--- config.mk ---
export PLATFORM = sky130hd
export DESIGN_NAME = pulse_capture_top
export DESIGN_NICKNAME = d
export VERILOG_FILES = /design/src/verilog/capture_pkg.sv /design/src/verilog/adc_capture.sv /design/src/verilog/pulse_capture_top.sv /design/src/verilog/pulse_gen.sv /design/src/verilog/us_timebase.sv
export SDC_FILE = /design/constraint.sdc
export NUM_CORES = 1
export LEC_CHECK = 0
export BUFFER_PORTS_ARGS = -buffer_cell sky130_fd_sc_hd__buf_4
export CAP_MARGIN = 10
export CORE_MARGIN = 3
export CORE_UTILIZATION = 30
export DETAILED_ROUTE_END_ITERATION = 6
export PLACE_DENSITY = 0.51
export SKIP_LAST_GASP = 1
export SYNTH_ARGS = -nofsm -noshare
export SYNTH_HDL_FRONTEND = slang
export SYNTH_SLANG_ARGS = --single-unit
export TNS_END_PERCENT = 50
--- constraint.sdc ---
create_clock -name clk_200m -period 3.4 [get_ports clk_200m]
set_input_delay 0.17 -clock clk_200m [delete_from_list [all_inputs] [get_ports clk_200m]]
set_output_delay 0.17 -clock clk_200m [all_outputs]
set_load 0.03 [all_outputs]
--- src/verilog/capture_pkg.sv ---
package capture_pkg;

    // ------------------------------------------------------------------------
    // field widths
    // ------------------------------------------------------------------------
    localparam int PULSE_W     = 11;            // pulse width / pulse count word
    localparam int GAP_W       = 16;            // gap length in us
    localparam int CAPT_W      = 10;            // capture length in us
    localparam int ADC_W       = 12;            // AD9434 sample bits
    localparam int BRAM_DATA_W = 32;            // BRAM word

    // over-range flag sits just above the sample in a BRAM word
    localparam int ADC_OR_BIT  = ADC_W;         // bit 12

    // ------------------------------------------------------------------------
    // data types
    // ------------------------------------------------------------------------
    typedef logic [PULSE_W-1:0]     pulse_cnt_t;    // width, num, counters
    typedef logic [GAP_W-1:0]       gap_us_t;       // gap setting / gap counter
    typedef logic [CAPT_W-1:0]      capt_us_t;      // capture setting / us counter
    typedef logic [ADC_W-1:0]       adc_sample_t;   // raw adc code
    typedef logic [BRAM_DATA_W-1:0] bram_word_t;    // {zeros, or, sample}

    // ------------------------------------------------------------------------
    // state machines
    // ------------------------------------------------------------------------
    typedef enum logic [1:0] {
        PG_IDLE = 2'd0,                         // waiting for start
        PG_HIGH = 2'd1,                         // output pulse high
        PG_GAP  = 2'd2                          // low time between pulses
    } pulse_state_t;

    typedef enum logic {
        CP_IDLE = 1'b0,                         // waiting for trigger
        CP_RUN  = 1'b1                          // writing samples to bram
    } capt_state_t;

endpackage

--- src/verilog/adc_capture.sv ---
`timescale 1ns/1ns

module adc_capture
    import capture_pkg::*;
#(
    parameter int CLKS_PER_US = 200,
    parameter int BRAM_ADDR_W = 11
) (
    input  logic                   clk_200m,
    input  logic                   i_arst_n,
    input  logic                   i_trig,          // starts a capture when idle
    input  capt_us_t               i_capture_us,    // capture length in us
    input  adc_sample_t            i_adc_data,
    input  logic                   i_adc_or,        // adc over-range
    output logic [BRAM_ADDR_W-1:0] o_bram_addr,
    output bram_word_t             o_bram_data,
    output logic                   o_bram_we,
    output logic                   o_capture_done
);

    localparam logic [BRAM_ADDR_W-1:0] ADDR_LAST = '1;  // top bram word

    capt_state_t state;
    capt_us_t    len_q;                         // latched capture length
    capt_us_t    us_cnt;                        // us elapsed in capture
    adc_sample_t adc_q;                         // sample one cycle back
    logic        or_q;

    logic run;
    logic us_tick;
    logic len_end;
    logic depth_end;

    assign run       = (state == CP_RUN);
    assign len_end   = us_tick && (us_cnt == len_q - capt_us_t'(1));
    assign depth_end = (o_bram_addr == ADDR_LAST);   // bram full after this write
    assign o_bram_we = run;                          // one write per run cycle

    us_timebase #(
        .CLKS_PER_US (CLKS_PER_US)
    ) u_capt_timebase (
        .clk_200m    (clk_200m),
        .i_arst_n    (i_arst_n),
        .i_run       (run),
        .o_us_tick   (us_tick)
    );

    // ------------------------------------------------------------------------
    // input sample register, feeds bram data
    // ------------------------------------------------------------------------
    always_ff @(posedge clk_200m or negedge i_arst_n) begin
        if (!i_arst_n) begin
            adc_q <= '0;
            or_q  <= 1'b0;
        end else begin
            adc_q <= i_adc_data;                // sampled every clock
            or_q  <= i_adc_or;
        end
    end

    // pack sample and over-range flag, upper bits zero
    always_comb begin
        o_bram_data             = '0;
        o_bram_data[ADC_W-1:0]  = adc_q;
        o_bram_data[ADC_OR_BIT] = or_q;
    end

    // ------------------------------------------------------------------------
    // capture fsm
    // ------------------------------------------------------------------------
    always_ff @(posedge clk_200m or negedge i_arst_n) begin
        if (!i_arst_n) begin
            state          <= CP_IDLE;
            len_q          <= '0;
            us_cnt         <= '0;
            o_bram_addr    <= '0;
            o_capture_done <= 1'b0;
        end else begin
            o_capture_done <= 1'b0;
            case (state)
                CP_IDLE: begin
                    if (i_trig) begin
                        if (i_capture_us == '0) begin
                            o_capture_done <= 1'b1;   // zero length, no writes
                        end else begin
                            len_q       <= i_capture_us;
                            us_cnt      <= '0;
                            o_bram_addr <= '0;        // every capture from word 0
                            state       <= CP_RUN;
                        end
                    end
                end

                CP_RUN: begin
                    // triggers are ignored here
                    if (len_end || depth_end) begin
                        o_capture_done <= 1'b1;       // last write this cycle
                        state          <= CP_IDLE;
                    end else begin
                        o_bram_addr <= o_bram_addr + 1'b1;
                        if (us_tick) begin
                            us_cnt <= us_cnt + capt_us_t'(1);
                        end
                    end
                end

                default: begin
                    state <= CP_IDLE;
                end
            endcase
        end
    end

endmodule

--- src/verilog/pulse_capture_top.sv ---
`timescale 1ns/1ns

module pulse_capture_top
    import capture_pkg::*;
#(
    parameter int CLKS_PER_US = 200,            // clk_200m cycles per us
    parameter int BRAM_ADDR_W = 11              // 2048 word capture buffer
) (
    input  logic                   clk_200m,
    input  logic                   i_arst_n,

    // pulse generator settings
    input  logic                   i_start,
    input  pulse_cnt_t             i_pulse_width,
    input  pulse_cnt_t             i_pulse_num,
    input  gap_us_t                i_gap_us,

    // capture settings and adc sample
    input  capt_us_t               i_capture_us,
    input  adc_sample_t            i_adc_data,
    input  logic                   i_adc_or,

    // pulse outputs
    output logic                   o_pulse,
    output logic                   o_trig,
    output logic                   o_pulse_done,

    // bram write port
    output logic [BRAM_ADDR_W-1:0] o_bram_addr,
    output bram_word_t             o_bram_data,
    output logic                   o_bram_we,
    output logic                   o_capture_done
);

    // ------------------------------------------------------------------------
    // pulse generator
    // ------------------------------------------------------------------------
    pulse_gen #(
        .CLKS_PER_US    (CLKS_PER_US)
    ) u_pulse_gen (
        .clk_200m       (clk_200m),
        .i_arst_n       (i_arst_n),
        .i_start        (i_start),
        .i_pulse_width  (i_pulse_width),
        .i_pulse_num    (i_pulse_num),
        .i_gap_us       (i_gap_us),
        .o_pulse        (o_pulse),
        .o_trig         (o_trig),       // also fires the capture
        .o_done         (o_pulse_done)
    );

    // ------------------------------------------------------------------------
    // AD9434 capture into bram
    // ------------------------------------------------------------------------
    adc_capture #(
        .CLKS_PER_US    (CLKS_PER_US),
        .BRAM_ADDR_W    (BRAM_ADDR_W)
    ) u_adc_capture (
        .clk_200m       (clk_200m),
        .i_arst_n       (i_arst_n),
        .i_trig         (o_trig),       // every pulse rise, busy captures skip it
        .i_capture_us   (i_capture_us),
        .i_adc_data     (i_adc_data),
        .i_adc_or       (i_adc_or),
        .o_bram_addr    (o_bram_addr),
        .o_bram_data    (o_bram_data),
        .o_bram_we      (o_bram_we),
        .o_capture_done (o_capture_done)
    );

endmodule

--- src/verilog/pulse_gen.sv ---
`timescale 1ns/1ns

module pulse_gen
    import capture_pkg::*;
#(
    parameter int CLKS_PER_US = 200
) (
    input  logic       clk_200m,
    input  logic       i_arst_n,
    input  logic       i_start,                 // one-cycle start strobe
    input  pulse_cnt_t i_pulse_width,           // high time in clocks
    input  pulse_cnt_t i_pulse_num,             // pulses per train
    input  gap_us_t    i_gap_us,                // low time in us
    output logic       o_pulse,
    output logic       o_trig,                  // first high cycle of a pulse
    output logic       o_done                   // train finished
);

    // ------------------------------------------------------------------------
    // registers
    // ------------------------------------------------------------------------
    pulse_state_t state;
    pulse_cnt_t   width_q;                      // latched width, never 0
    gap_us_t      gap_q;                        // latched gap, never 0
    pulse_cnt_t   pulses_left;                  // incl. the one in flight
    pulse_cnt_t   high_cnt;                     // high cycles shown so far
    gap_us_t      gap_cnt;                      // us elapsed in gap

    logic gap_run;
    logic us_tick;
    logic high_end;
    logic gap_end;
    logic last_pulse;

    assign gap_run    = (state == PG_GAP);      // timebase only runs in gap
    assign high_end   = (high_cnt == width_q);
    assign gap_end    = us_tick && (gap_cnt == gap_q - gap_us_t'(1));
    assign last_pulse = (pulses_left == pulse_cnt_t'(1));

    us_timebase #(
        .CLKS_PER_US (CLKS_PER_US)
    ) u_gap_timebase (
        .clk_200m    (clk_200m),
        .i_arst_n    (i_arst_n),
        .i_run       (gap_run),
        .o_us_tick   (us_tick)
    );

    // ------------------------------------------------------------------------
    // pulse train fsm
    // ------------------------------------------------------------------------
    always_ff @(posedge clk_200m or negedge i_arst_n) begin
        if (!i_arst_n) begin
            state       <= PG_IDLE;
            width_q     <= pulse_cnt_t'(1);
            gap_q       <= gap_us_t'(1);
            pulses_left <= '0;
            high_cnt    <= '0;
            gap_cnt     <= '0;
            o_pulse     <= 1'b0;
            o_trig      <= 1'b0;
            o_done      <= 1'b0;
        end else begin
            o_trig <= 1'b0;                     // strobes default low
            o_done <= 1'b0;
            case (state)
                PG_IDLE: begin
                    if (i_start) begin
                        // zero settings count as one unit
                        width_q <= (i_pulse_width == '0) ? pulse_cnt_t'(1) : i_pulse_width;
                        gap_q   <= (i_gap_us == '0) ? gap_us_t'(1) : i_gap_us;
                        if (i_pulse_num == '0) begin
                            o_done <= 1'b1;     // empty train, done right away
                        end else begin
                            pulses_left <= i_pulse_num;
                            high_cnt    <= pulse_cnt_t'(1);
                            o_pulse     <= 1'b1; // first rise next cycle
                            o_trig      <= 1'b1;
                            state       <= PG_HIGH;
                        end
                    end
                end

                PG_HIGH: begin
                    if (high_end) begin
                        o_pulse <= 1'b0;        // width reached
                        gap_cnt <= '0;
                        state   <= PG_GAP;
                    end else begin
                        high_cnt <= high_cnt + pulse_cnt_t'(1);
                    end
                end

                PG_GAP: begin
                    if (gap_end) begin
                        if (last_pulse) begin
                            o_done <= 1'b1;     // last low phase over
                            state  <= PG_IDLE;
                        end else begin
                            pulses_left <= pulses_left - pulse_cnt_t'(1);
                            high_cnt    <= pulse_cnt_t'(1);
                            o_pulse     <= 1'b1; // next rise, P after the last
                            o_trig      <= 1'b1;
                            state       <= PG_HIGH;
                        end
                    end else if (us_tick) begin
                        gap_cnt <= gap_cnt + gap_us_t'(1);
                    end
                end

                default: begin
                    o_pulse <= 1'b0;
                    state   <= PG_IDLE;
                end
            endcase
        end
    end

endmodule

--- src/verilog/us_timebase.sv ---
`timescale 1ns/1ns

// microsecond strobe, phase restarts every time i_run rises
module us_timebase #(
    parameter int CLKS_PER_US = 200
) (
    input  logic clk_200m,
    input  logic i_arst_n,
    input  logic i_run,
    output logic o_us_tick
);

    localparam int CNT_W = (CLKS_PER_US > 1) ? $clog2(CLKS_PER_US) : 1;
    localparam logic [CNT_W-1:0] CNT_LAST = CNT_W'(CLKS_PER_US - 1);

    logic [CNT_W-1:0] cnt;                      // clocks into current us
    logic             wrap;                     // last clock of the us

    assign wrap      = (cnt == CNT_LAST);
    assign o_us_tick = i_run && wrap;           // one cycle per us while running

    always_ff @(posedge clk_200m or negedge i_arst_n) begin
        if (!i_arst_n) begin
            cnt <= '0;
        end else if (!i_run) begin
            cnt <= '0;                          // idle, hold phase at zero
        end else if (wrap) begin
            cnt <= '0;                          // start next us
        end else begin
            cnt <= cnt + 1'b1;
        end
    end

endmodule
Yosys cells after proc, flatten, opt, wreduce, memory -nomap -nowiden
Cells that the tools add are included.
{ "word_totals": {"ff_bits": 132, "output_inout_bits": 48, "in_bits": 64, "wordCells": 132} }
{ "classes": {"muxes": 60, "n_addsub": 9, "bitwise_logic": 2, "eq_ne": 21, "reduce_logical": 22} }
{ "op_table": {"columns": ["cell", "count"], "rows": [
  ["two-way mux 11 bit", 13],
  ["two-way mux 16 bit", 4],
  ["one-hot mux 11 bit (2 select lines)", 2],
  ["two-way mux 10 bit", 4],
  ["one-hot mux 11 bit (3 select lines)", 1],
  ["two-way mux 8 bit", 4],
  ["one-hot mux 16 bit (2 select lines)", 1],
  ["adder 11 x 1 -> 11 bit (second input constant)", 2],
  ["logical NOT 11 bit", 2],
  ["two-way mux 1 bit", 20],
  ["one-hot mux 10 bit (2 select lines)", 1],
  ["!= test 2 bit (second input constant)", 9],
  ["adder 16 x 1 -> 16 bit (second input constant)", 1],
  ["adder 8 x 1 -> 8 bit (second input constant)", 2],
  ["equality test 16 bit", 1],
  ["equality test 8 bit (second input constant)", 2],
  ["logical NOT 16 bit", 1],
  ["subtractor 16 x 1 -> 16 bit (second input constant)", 1],
  ["AND reduction 4 bit", 3],
  ["equality test 11 x 1 -> 1 bit (second input constant)", 1],
  ["equality test 11 bit", 1],
  ["equality test 11 bit (second input constant)", 1],
  ["subtractor 11 x 1 -> 11 bit (second input constant)", 1],
  ["adder 10 x 1 -> 10 bit (second input constant)", 1],
  ["other kinds (20)", 35]
]} }

Longest topological paths before layout
Gate-level depths: netlist of the first run.
{ "depth": {"word_depth": 6, "ltp_mapped": 12, "mapped_depth_nobuf": 10} }

Hierarchy
A second synthesis of the first run with hierarchy kept.
{ "hier_totals": {"hier_cells": 773, "area_unflattened_um2": 7360.8} }
{ "by_module_without_submodules": {"columns": ["mod", "n_inst", "area_each_um2", "seq_area_each_um2", "cells_per_inst"], "rows": [
  ["pulse_gen", 1, 4107.7, 1754.2, 441],
  ["adc_capture", 1, 2437.3, 1151.1, 252],
  ["us_timebase", 2, 407.9, 200.2, 40]
]} }

Least setup slack after synthesis of the first run
No wires, ideal clock.
{ "synth_timing": {"kind": "reg-to-reg", "startpoint": "register u_pulse_gen.gap_q[0]", "endpoint": "register u_pulse_gen.pulses_left[2]", "setup_ps": 121, "synth_period_minus_slack_ps": 2955, "n_path_buf": 2, "setup_slack_ps": 445, "path_stages_with_launch": 12, "t_arrival_ps": 2834, "required_ps": 3279, "path_cell_list": "dfstp_2 buf_2 inv_1 ha_1 or4b_4 nor4_4 mux2_4 nor4_4 nand4_2 and2_1 buf_2 o22a_1"} }
{ "synth_between": {"elab_chain_len": 5} }
{ "synth_rtl": {"columns": ["element", "line", "source"], "rows": [
  ["from (decl)", "pulse_gen.sv:24", "gap_us_t gap_q;"],
  ["from (signal assigned)", "pulse_gen.sv:56", "gap_q <= gap_us_t'(1);"],
  ["from (signal assigned)", "pulse_gen.sv:71", "gap_q <= (i_gap_us == '0) ? gap_us_t'(1) : i_gap_us;"],
  ["subtractor 16 x 1 -> 16 bit", "pulse_gen.sv:37", "assign gap_end = us_tick && (gap_cnt == gap_q - gap_us_t'(1));"],
  ["equality test 16 bit", "pulse_gen.sv:37", null],
  ["logical AND 1 bit", "pulse_gen.sv:37", null],
  ["!= test 2 x 1 -> 1 bit (no source line)", null, null],
  ["AND reduction 5 bit (no source line)", null, null],
  ["to (signal assigned)", "pulse_gen.sv:75", "pulses_left <= i_pulse_num;"],
  ["to (signal assigned)", "pulse_gen.sv:100", "pulses_left <= pulses_left - pulse_cnt_t'(1);"],
  ["to (decl)", "pulse_gen.sv:25", "pulse_cnt_t pulses_left;"]
]} }
No other way between the ends.
A chain may end at the register's enable or synchronous reset.

Final worst setup path of the first run
{ "layout_timing": {"startpoint": "register u_pulse_gen.gap_q[1]", "endpoint": "register u_pulse_gen.pulses_left[1]"} }
The elaborated chain is that of the path after synthesis.

==> results of run 1 <==
[where the power goes]
| part | switching (mW) | internal (mW) |
|---|---|---|
| clock network | 0.711 | 1.27 |
| registers | 0.451 | 1.94 |
| logic | 0.787 | 0.766 |
[area by class of cell]
cell class	instances	area share [%]
Clock buffer	20	4.785
Clock inverter	12	1.862
Inverter	24	0.9439
Multi-Input combinational cell	585	39.96
Sequential cell	132	34.64
Tap cell	324	4.248
Timing Repair Buffer	154	13.57
[cell usage in the layout, fill, tap and decap left out, types with 4 or more instances in the layout]
master and n:
dfrtp_1 130, buf_4 103, nand2_1 70, nor2_1 61, dlygate4sd3_1 49, a21oi_1 42
nand3_1 38, xor2_1 36, mux2_2 25, inv_1 24, o21ai_0 19, conb_1 19
nor4_1 18, nor3_1 18, nand4_1 18, or4_1 17, clkbuf_16 17, mux2i_1 16
nand2b_1 15, and3_1 13, xnor2_1 13, or3_1 12, o31ai_1 12, nand3b_1 11
ha_1 10, and2_1 7, o22a_1 7, a31oi_1 7, nor2b_1 6, a22oi_1 6
o211ai_1 6, o22ai_1 5, clkinvlp_4 4, bufinv_16 4
[logic make-up after synthesis]
kind of cell | after synthesis
buf+inv | 79
xor+xnor | 51
simple gates | 325
compound gates | 138
fa+ha+maj | 10
flops | 132
mux | 42
other cells | 1
[tightest hold or removal path, stage by stage]
cell and delay, ns:
buf_4 0.08, a41oi_1 0.03, a21oi_1 0.13
[layer usage]
layer / vias to the layer above / global-route usage [%] / share of wire (%)
met5: - / 0 / 0
met1: 2969 / 18.11 / 46
met3: 15 / 3.449 / 4.0
met4: 0 / 3.230 / 0.96
li1: 3063 / - / -
met2: 133 / 24.08 / 49
[sequential cells by signal, summed over array words and instances (netlist names), 2 cells and up]
| name | cells |
|---|---|
| u_pulse_gen.gap_cnt | 16 |
| u_pulse_gen.gap_q | 16 |
| u_adc_capture.adc_q | 12 |
| u_adc_capture.o_bram_addr | 11 |
| u_pulse_gen.high_cnt | 11 |
| u_pulse_gen.pulses_left | 11 |
| u_pulse_gen.width_q | 11 |
| u_adc_capture.len_q | 10 |
| u_adc_capture.us_cnt | 10 |
| u_adc_capture.u_capt_timebase.cnt | 8 |
| u_pulse_gen.u_gap_timebase.cnt | 8 |
| u_pulse_gen.state | 2 |
[how the worst min path moves through the flow]
stage	from	end	slack, ns	cells after the start
4_1_cts	i_gap_us[1]	u_pulse_gen.gap_q[1]	0.002	3
5_1_grt	i_pulse_width[0]	u_pulse_gen.width_q[0]	0.04	3
6_report	i_gap_us[0]	u_pulse_gen.gap_q[0]	0.04	3
3_5_place_dp	i_adc_data[9]	u_adc_capture.adc_q[9]	0.28	1
3_3_place_gp	i_adc_data[8]	u_adc_capture.adc_q[8]	0.28	1
2_1_floorplan	i_arst_n	u_adc_capture.adc_q[0]	-0.13	0
[through the flow]
stage	instances	total power, mW	utilization [%]	worst slack (ns)	hold WS [ns]
3_3_place_gp	1169	3.928	34.59	0.3477	0.2797
3_5_place_dp	1169	3.938	34.59	0.2732	0.2808
5_1_grt	1251	6.326	39.24	0.04468	0.03660
4_1_cts	1249	6.000	39.17	0.2396	0.002329
6_report	1251	5.925	39.24	0.2910	0.03837
2_1_floorplan	796	3.480	-	0.4449	-0.1256
[timing repair]
item | in CTS | in global routing
setup endpoints to repair | 0 | 6
hold buffers | 48 | 1
setup buffers | 0 | 1
endpoints found under the hold margin | 128 | 1
==> flow_metrics.tcl, run 1 <==
set metrics [dict create \
    grt_usage_pct 14.12 \
    fp.dieW_um 163.5 \
    synth_warnings 0 \
    power.density_nw_per_um2 620.8 \
    cts_max_path_buffers 2 \
    design_area_um2 9544 \
    drtPass1Iterations 5 \
    status "finished clean" \
    synthXorXnorAreaFrac_pct 6.371 \
    synth_mux_area_share_pct 6.135 \
    holdCritPathClass "input pin to register" \
    yosys.area.top_type "dfrtp_1" \
    yosysMostFrequentCell "dfrtp_1" \
    skew_ns 0.01333 \
    reg2reg_to "u_pulse_gen.pulses_left[1]" \
    cp-endpoint "u_pulse_gen.pulses_left[1]" \
    drcViolationCount 0 \
    worstPathRequired_ns 3.68 \
    drtIter0Drc 254 \
    yosysUniqueCellTypes 69 \
    wl_um 18340 \
    rows 57 \
    critPathTopFamily "simple AND/OR/NAND/NOR gates" \
    grt_max_degree 83 \
    clockRootBuffer "clkbuf_16" \
    via_count 6180 \
    r2r-start "u_pulse_gen.gap_q[1]" \
    die_h_um 163.5 \
    critPathMaxFanout 32 \
    max_slew.worst_pin.slew_ns 1.072 \
    crit_top_cell "nor4_4" \
    worst-path-buf-inv 2 \
    cts_made_buffers 17 \
    path_depth 10 \
    dieArea_um2 26740 \
    multi_input_area_um2 3814 \
    antenna_cells 0 \
    place_area_um2 8412 \
    synth_top_area_share_pct 43.70 \
    start_kind "register" \
    area_growth_syn_to_layout_pct 28.22 \
    end_kind "register" \
    ff2ff_path_depth 10 \
    ff2ff_setup_slack_ns 0.29 \
    synth_seq_cells 132 \
    synthFlopType "dfrtp_1" \
    synth-simple-area-share_pct 23.57 \
    yosys-top-cells-count "dfrtp_1 (130), nand2_1 (70), nor2_1 (61), a21oi_1 (42), nand3_1 (38)" \
    gp_congestion 0.8031 \
    seqCellArea_um2 3306 \
    postSynthAreaPerCell_um2 9.567 \
    cpPeakStageDelay_ns 0.53 \
    synth_top_family_by_area "simple AND/OR/NAND/NOR gates" \
    cp.arrival_ns 3.39 \
    synth_area_leaders "dfrtp_1 (44%), xor2_1 (4.2%), mux2_2 (3.8%), nand2_1 (3.5%), nor2_1 (3.1%)" \
    startpoint "u_pulse_gen.gap_q[1]" \
    io_pins 112 \
    rsz0062_at_grt "no" \
    coreArea_um2 24320 \
    cts_tree "yes" \
    num-nets-final 988 \
    syn_area_um2 7443 \
    place_hpwl_um 12720 \
    port_buffers 92 \
    setup_viol 0 \
    irDropWorstVdd_uv 358.4 \
    slew_violations 0 \
    finalCritPeriodShare_pct 91.44 \
    ys_seq_area_share_pct 44.41 \
    cts.sinks 132 \
    min_period_ns 3.109 \
    grt_pass1_wl_um 30580 \
    critical_path_class "register to register" \
    synth_compound_area_share_pct 12.42 \
    max_slew_margin_pct 28.35 \
    fillerInstances 2431 \
    cts_resized 0 \
    cpMaxStageDelayCell "or4b_4" \
    synthArstFlopShare_pct 100.0 \
    synth_edf_count 0 \
    grt_pass1_vias 6112 \
    grt_overflow_total 0 \
    syn-instance-count 778 \
    tns_ns 0 \
    fmax_mhz 321.6 \
    drv_cap 0 \
    htree_levels 4 \
    finalHoldViolations 0 \
    drive_gt1_share_pct 19.31 \
    clkLatencyLatePin_ns 0.42 \
    wl_per_cell_um 14.66 \
    drtAntennaViolNets 0 \
    synthAdderAreaFrac_pct 1.681 \
    grt_antenna_before_repair 0 \
    path_clk_slew_ns 0.06 \
    vias_per_cell 4.940 \
    worstPathCellList "inv_1, ha_1, or4b_4, nor4_4, mux2_4, nor4_4, nand4_2, buf_4, a221oi_1, a21oi_1" \
    start_util_pct 30.61 \
    leakage_nw 4.242 \
]
No activity file was read; power rests on OpenSTA's default activity.
==> inputs of run 2 (changes only) <==
- ABC_AREA: unset -> 1
- MAX_ROUTING_LAYER: unset -> met4
==> flow_metrics.tcl, run 2 <==
set metrics [dict create \
    status "finished clean" \
    yosysMostFrequentCell "nand2_1" \
    ff2ff_path_depth 10 \
    gp_congestion 0.8840 \
    syn-instance-count 1070 \
    yosysUniqueCellTypes 48 \
    worstPathCellList "inv_1, ha_1, xnor2_1, a21oi_1, nand3_1, nor3_2, nand4_2, nand3_2, nand2_1, nand2_1" \
    crit_top_cell "nand2_1" \
    ys_seq_area_share_pct 41.53 \
    finalHoldViolations 0 \
    end_kind "register" \
    drv_cap 0 \
    min_period_ns 2.631 \
    synth_edf_count 0 \
    critPathMaxFanout 15 \
    finalCritPeriodShare_pct 77.39 \
    grt_max_degree 87 \
    grt_overflow_total 0 \
    post-route-util_pct 38.84 \
    cts_tree "yes" \
    drtIter0Drc 442 \
    ff2ff_setup_slack_ns 0.77 \
    r2r-start "u_pulse_gen.gap_q[0]" \
    startpoint "u_pulse_gen.gap_q[0]" \
    grt_antenna_before_repair 0 \
    reg2reg_to "u_pulse_gen.gap_cnt[15]" \
    synth_top_area_share_pct 40.87 \
    slew_violations 0 \
    cts_setup_buffers 0 \
    grt_pass1_vias 6921 \
    leakage_nw 5.015 \
    holdCritPathClass "input pin to register" \
    cts.sinks 132 \
    drcViolationCount 0 \
    drtAntennaViolNets 0 \
    clockRootBuffer "clkbuf_16" \
    via_count 7182 \
    max_slew.worst_pin.slew_ns 0.8017 \
    yosys.area.top_type "dfrtp_1" \
    synth-simple-area-share_pct 35.26 \
    synth_warnings 0 \
    cts_made_buffers 17 \
    grt_pass1_wl_um 34090 \
    power_mw 3.670 \
    skew_ns 0.01070 \
    num-nets-final 1277 \
    cts_max_path_buffers 2 \
    synth_top_family_by_area "simple AND/OR/NAND/NOR gates" \
    path_clk_slew_ns 0.06 \
    synth_area_leaders "dfrtp_1 (41%), nand2_1 (15%), nor2_1 (6.3%), xor2_1 (5.0%), inv_1 (4.1%)" \
    cpPeakStageDelay_ns 0.55 \
    rsz0062_at_grt "no" \
    layout_commonest_cell "nand2_1" \
    rows 58 \
    irDropWorstVdd_uv 272.8 \
    critical_path_class "register to register" \
    grt_usage_pct 14.86 \
    cp.arrival_ns 2.98 \
    tns_ns 0 \
    place_hpwl_um 14650 \
    start_util_pct 31.07 \
    vias_per_cell 4.646 \
    fp.dieW_um 168.9 \
    synth_mux_area_share_pct 0.7073 \
    syn_area_um2 7960 \
    coreArea_um2 25620 \
    setup_viol 0 \
    worstPathRequired_ns 3.75 \
    synthFlopType "dfrtp_1" \
    fmax_mhz 380.1 \
    yosys-top-cells-count "nand2_1 (324), nor2_1 (134), dfrtp_1 (130), inv_1 (86), nand3_1 (62)" \
    whs_ns 0.01618 \
    cp-endpoint "u_pulse_gen.gap_cnt[15]" \
    port_buffers 92 \
    dieArea_um2 28520 \
    wl_um 20280 \
    area_growth_syn_to_layout_pct 25.01 \
    drtPass1Iterations 7 \
    synth_seq_cells 132 \
    cpMaxStageDelayCell "dfstp_2" \
    htree_levels 4 \
    synthAdderAreaFrac_pct 1.572 \
    synth_compound_area_share_pct 5.313 \
    fillerInstances 2629 \
    drive_gt1_share_pct 13.82 \
    max_slew_margin_pct 46.55 \
    synthXorXnorAreaFrac_pct 7.325 \
    postSynthAreaPerCell_um2 7.439 \
    start_kind "register" \
    io_pins 112 \
    die_h_um 168.9 \
    power.density_nw_per_um2 368.8 \
    antenna_cells 0 \
    synthArstFlopShare_pct 100.0 \
    layout_common_cells "nand2_1 (324), nor2_1 (134), dfrtp_1 (130)" \
    reg_top3 "u_pulse_gen.gap_cnt x16, u_pulse_gen.gap_q x16, u_adc_capture.adc_q x12" \
    wl_per_cell_um 13.12 \
    clkLatencyLatePin_ns 0.42 \
]
## run 2: cell types whose count changed in the layout (fill, tap and decap cells not counted), moves of 17 or more
cell     change
a21oi_1     -25
inv_1       +62
mux2_2      -20
nand2_1    +254
nand3_1     +24
nand4_1     +17
nor2_1      +73
or4_1       -17
## run 2: area by class of cell
class	count	area [um^2]	area share [%]
clock buffers	21	470.5	4.728
multi-input cells	813	4065	40.85
well taps	330	412.9	4.149
repair buffers	148	1230	12.36
flip-flops and latches	132	3306	33.22
clock inverters	11	125.1	1.257
inverters	91	341.6	3.433
## run 2: through the flow
stage,std cells,setup WS (ns),cell area [um^2]
detailed placement,1468,0.7511,8895
global placement,1468,0.8109,8895
finish,1546,0.7688,9951
floorplan,1088,1.273,8028
global route,1546,0.4346,9951
CTS,1546,0.7339,9951
## run 2: worst min-delay path by stage
stage,startpoint,to,slack [ns],cells after the start
floorplan,i_arst_n,u_adc_capture.adc_q[0],-0.13,0
detailed placement,i_adc_data[1],u_adc_capture.adc_q[1],0.28,1
CTS,i_capture_us[5],u_adc_capture.len_q[5],0.0007,2
global placement,i_arst_n,u_adc_capture.adc_q[2],0.28,1
finish,i_capture_us[5],u_adc_capture.len_q[5],0.02,2
global route,i_capture_us[5],u_adc_capture.len_q[5],0.003,2
## run 2: worst max-delay path: cells and delay by family, from the launching register on
kind            cells  cell delay (ns)
simple gates        6             1.21
flops               1             0.55
fa+ha+maj           1             0.32
compound gates      1             0.24
xor+xnor            1             0.12
buf+inv             1             0.10
## run 2: layer usage
| layer | wire length (um) | vias up | part of all wire (%) | GRT usage, % |
|---|---|---|---|---|
| li1 | - | 3677 | - | - |
| met1 | 10110 | 3346 | 50 | 20.13 |
| met2 | 9205 | 143 | 45 | 23.34 |
| met3 | 750 | 16 | 3.7 | 2.569 |
| met4 | 216 | 0 | 1.1 | 3.486 |
| met5 | 0 | - | 0 | - |
## run 2: kinds of logic (layout without fill, tap and decap cells)
family / after synthesis / count (layout)
flip-flops: 132 / 132
buffers and inverters: 143 / 271
adder cells (fa/ha/maj): 10 / 10
other: 1 / 19
XOR/XNOR: 65 / 65
AND/OR/NAND/NOR: 637 / 637
AO/OA/AOI/OAI: 77 / 77
multiplexers: 5 / 5
## run 2: what timing repair did
item | CTS | global route
endpoints found under the hold margin | 126 | 0
hold buffers | 46 | 0
resized for setup | 0 | 0
## run 2: power breakdown
group | switching, mW | internal (mW) | total, mW
sequential | 0.00487 | 1.58 | 1.59
combinational | 0.113 | 0.0973 | 0.210
clock | 0.731 | 1.14 | 1.87
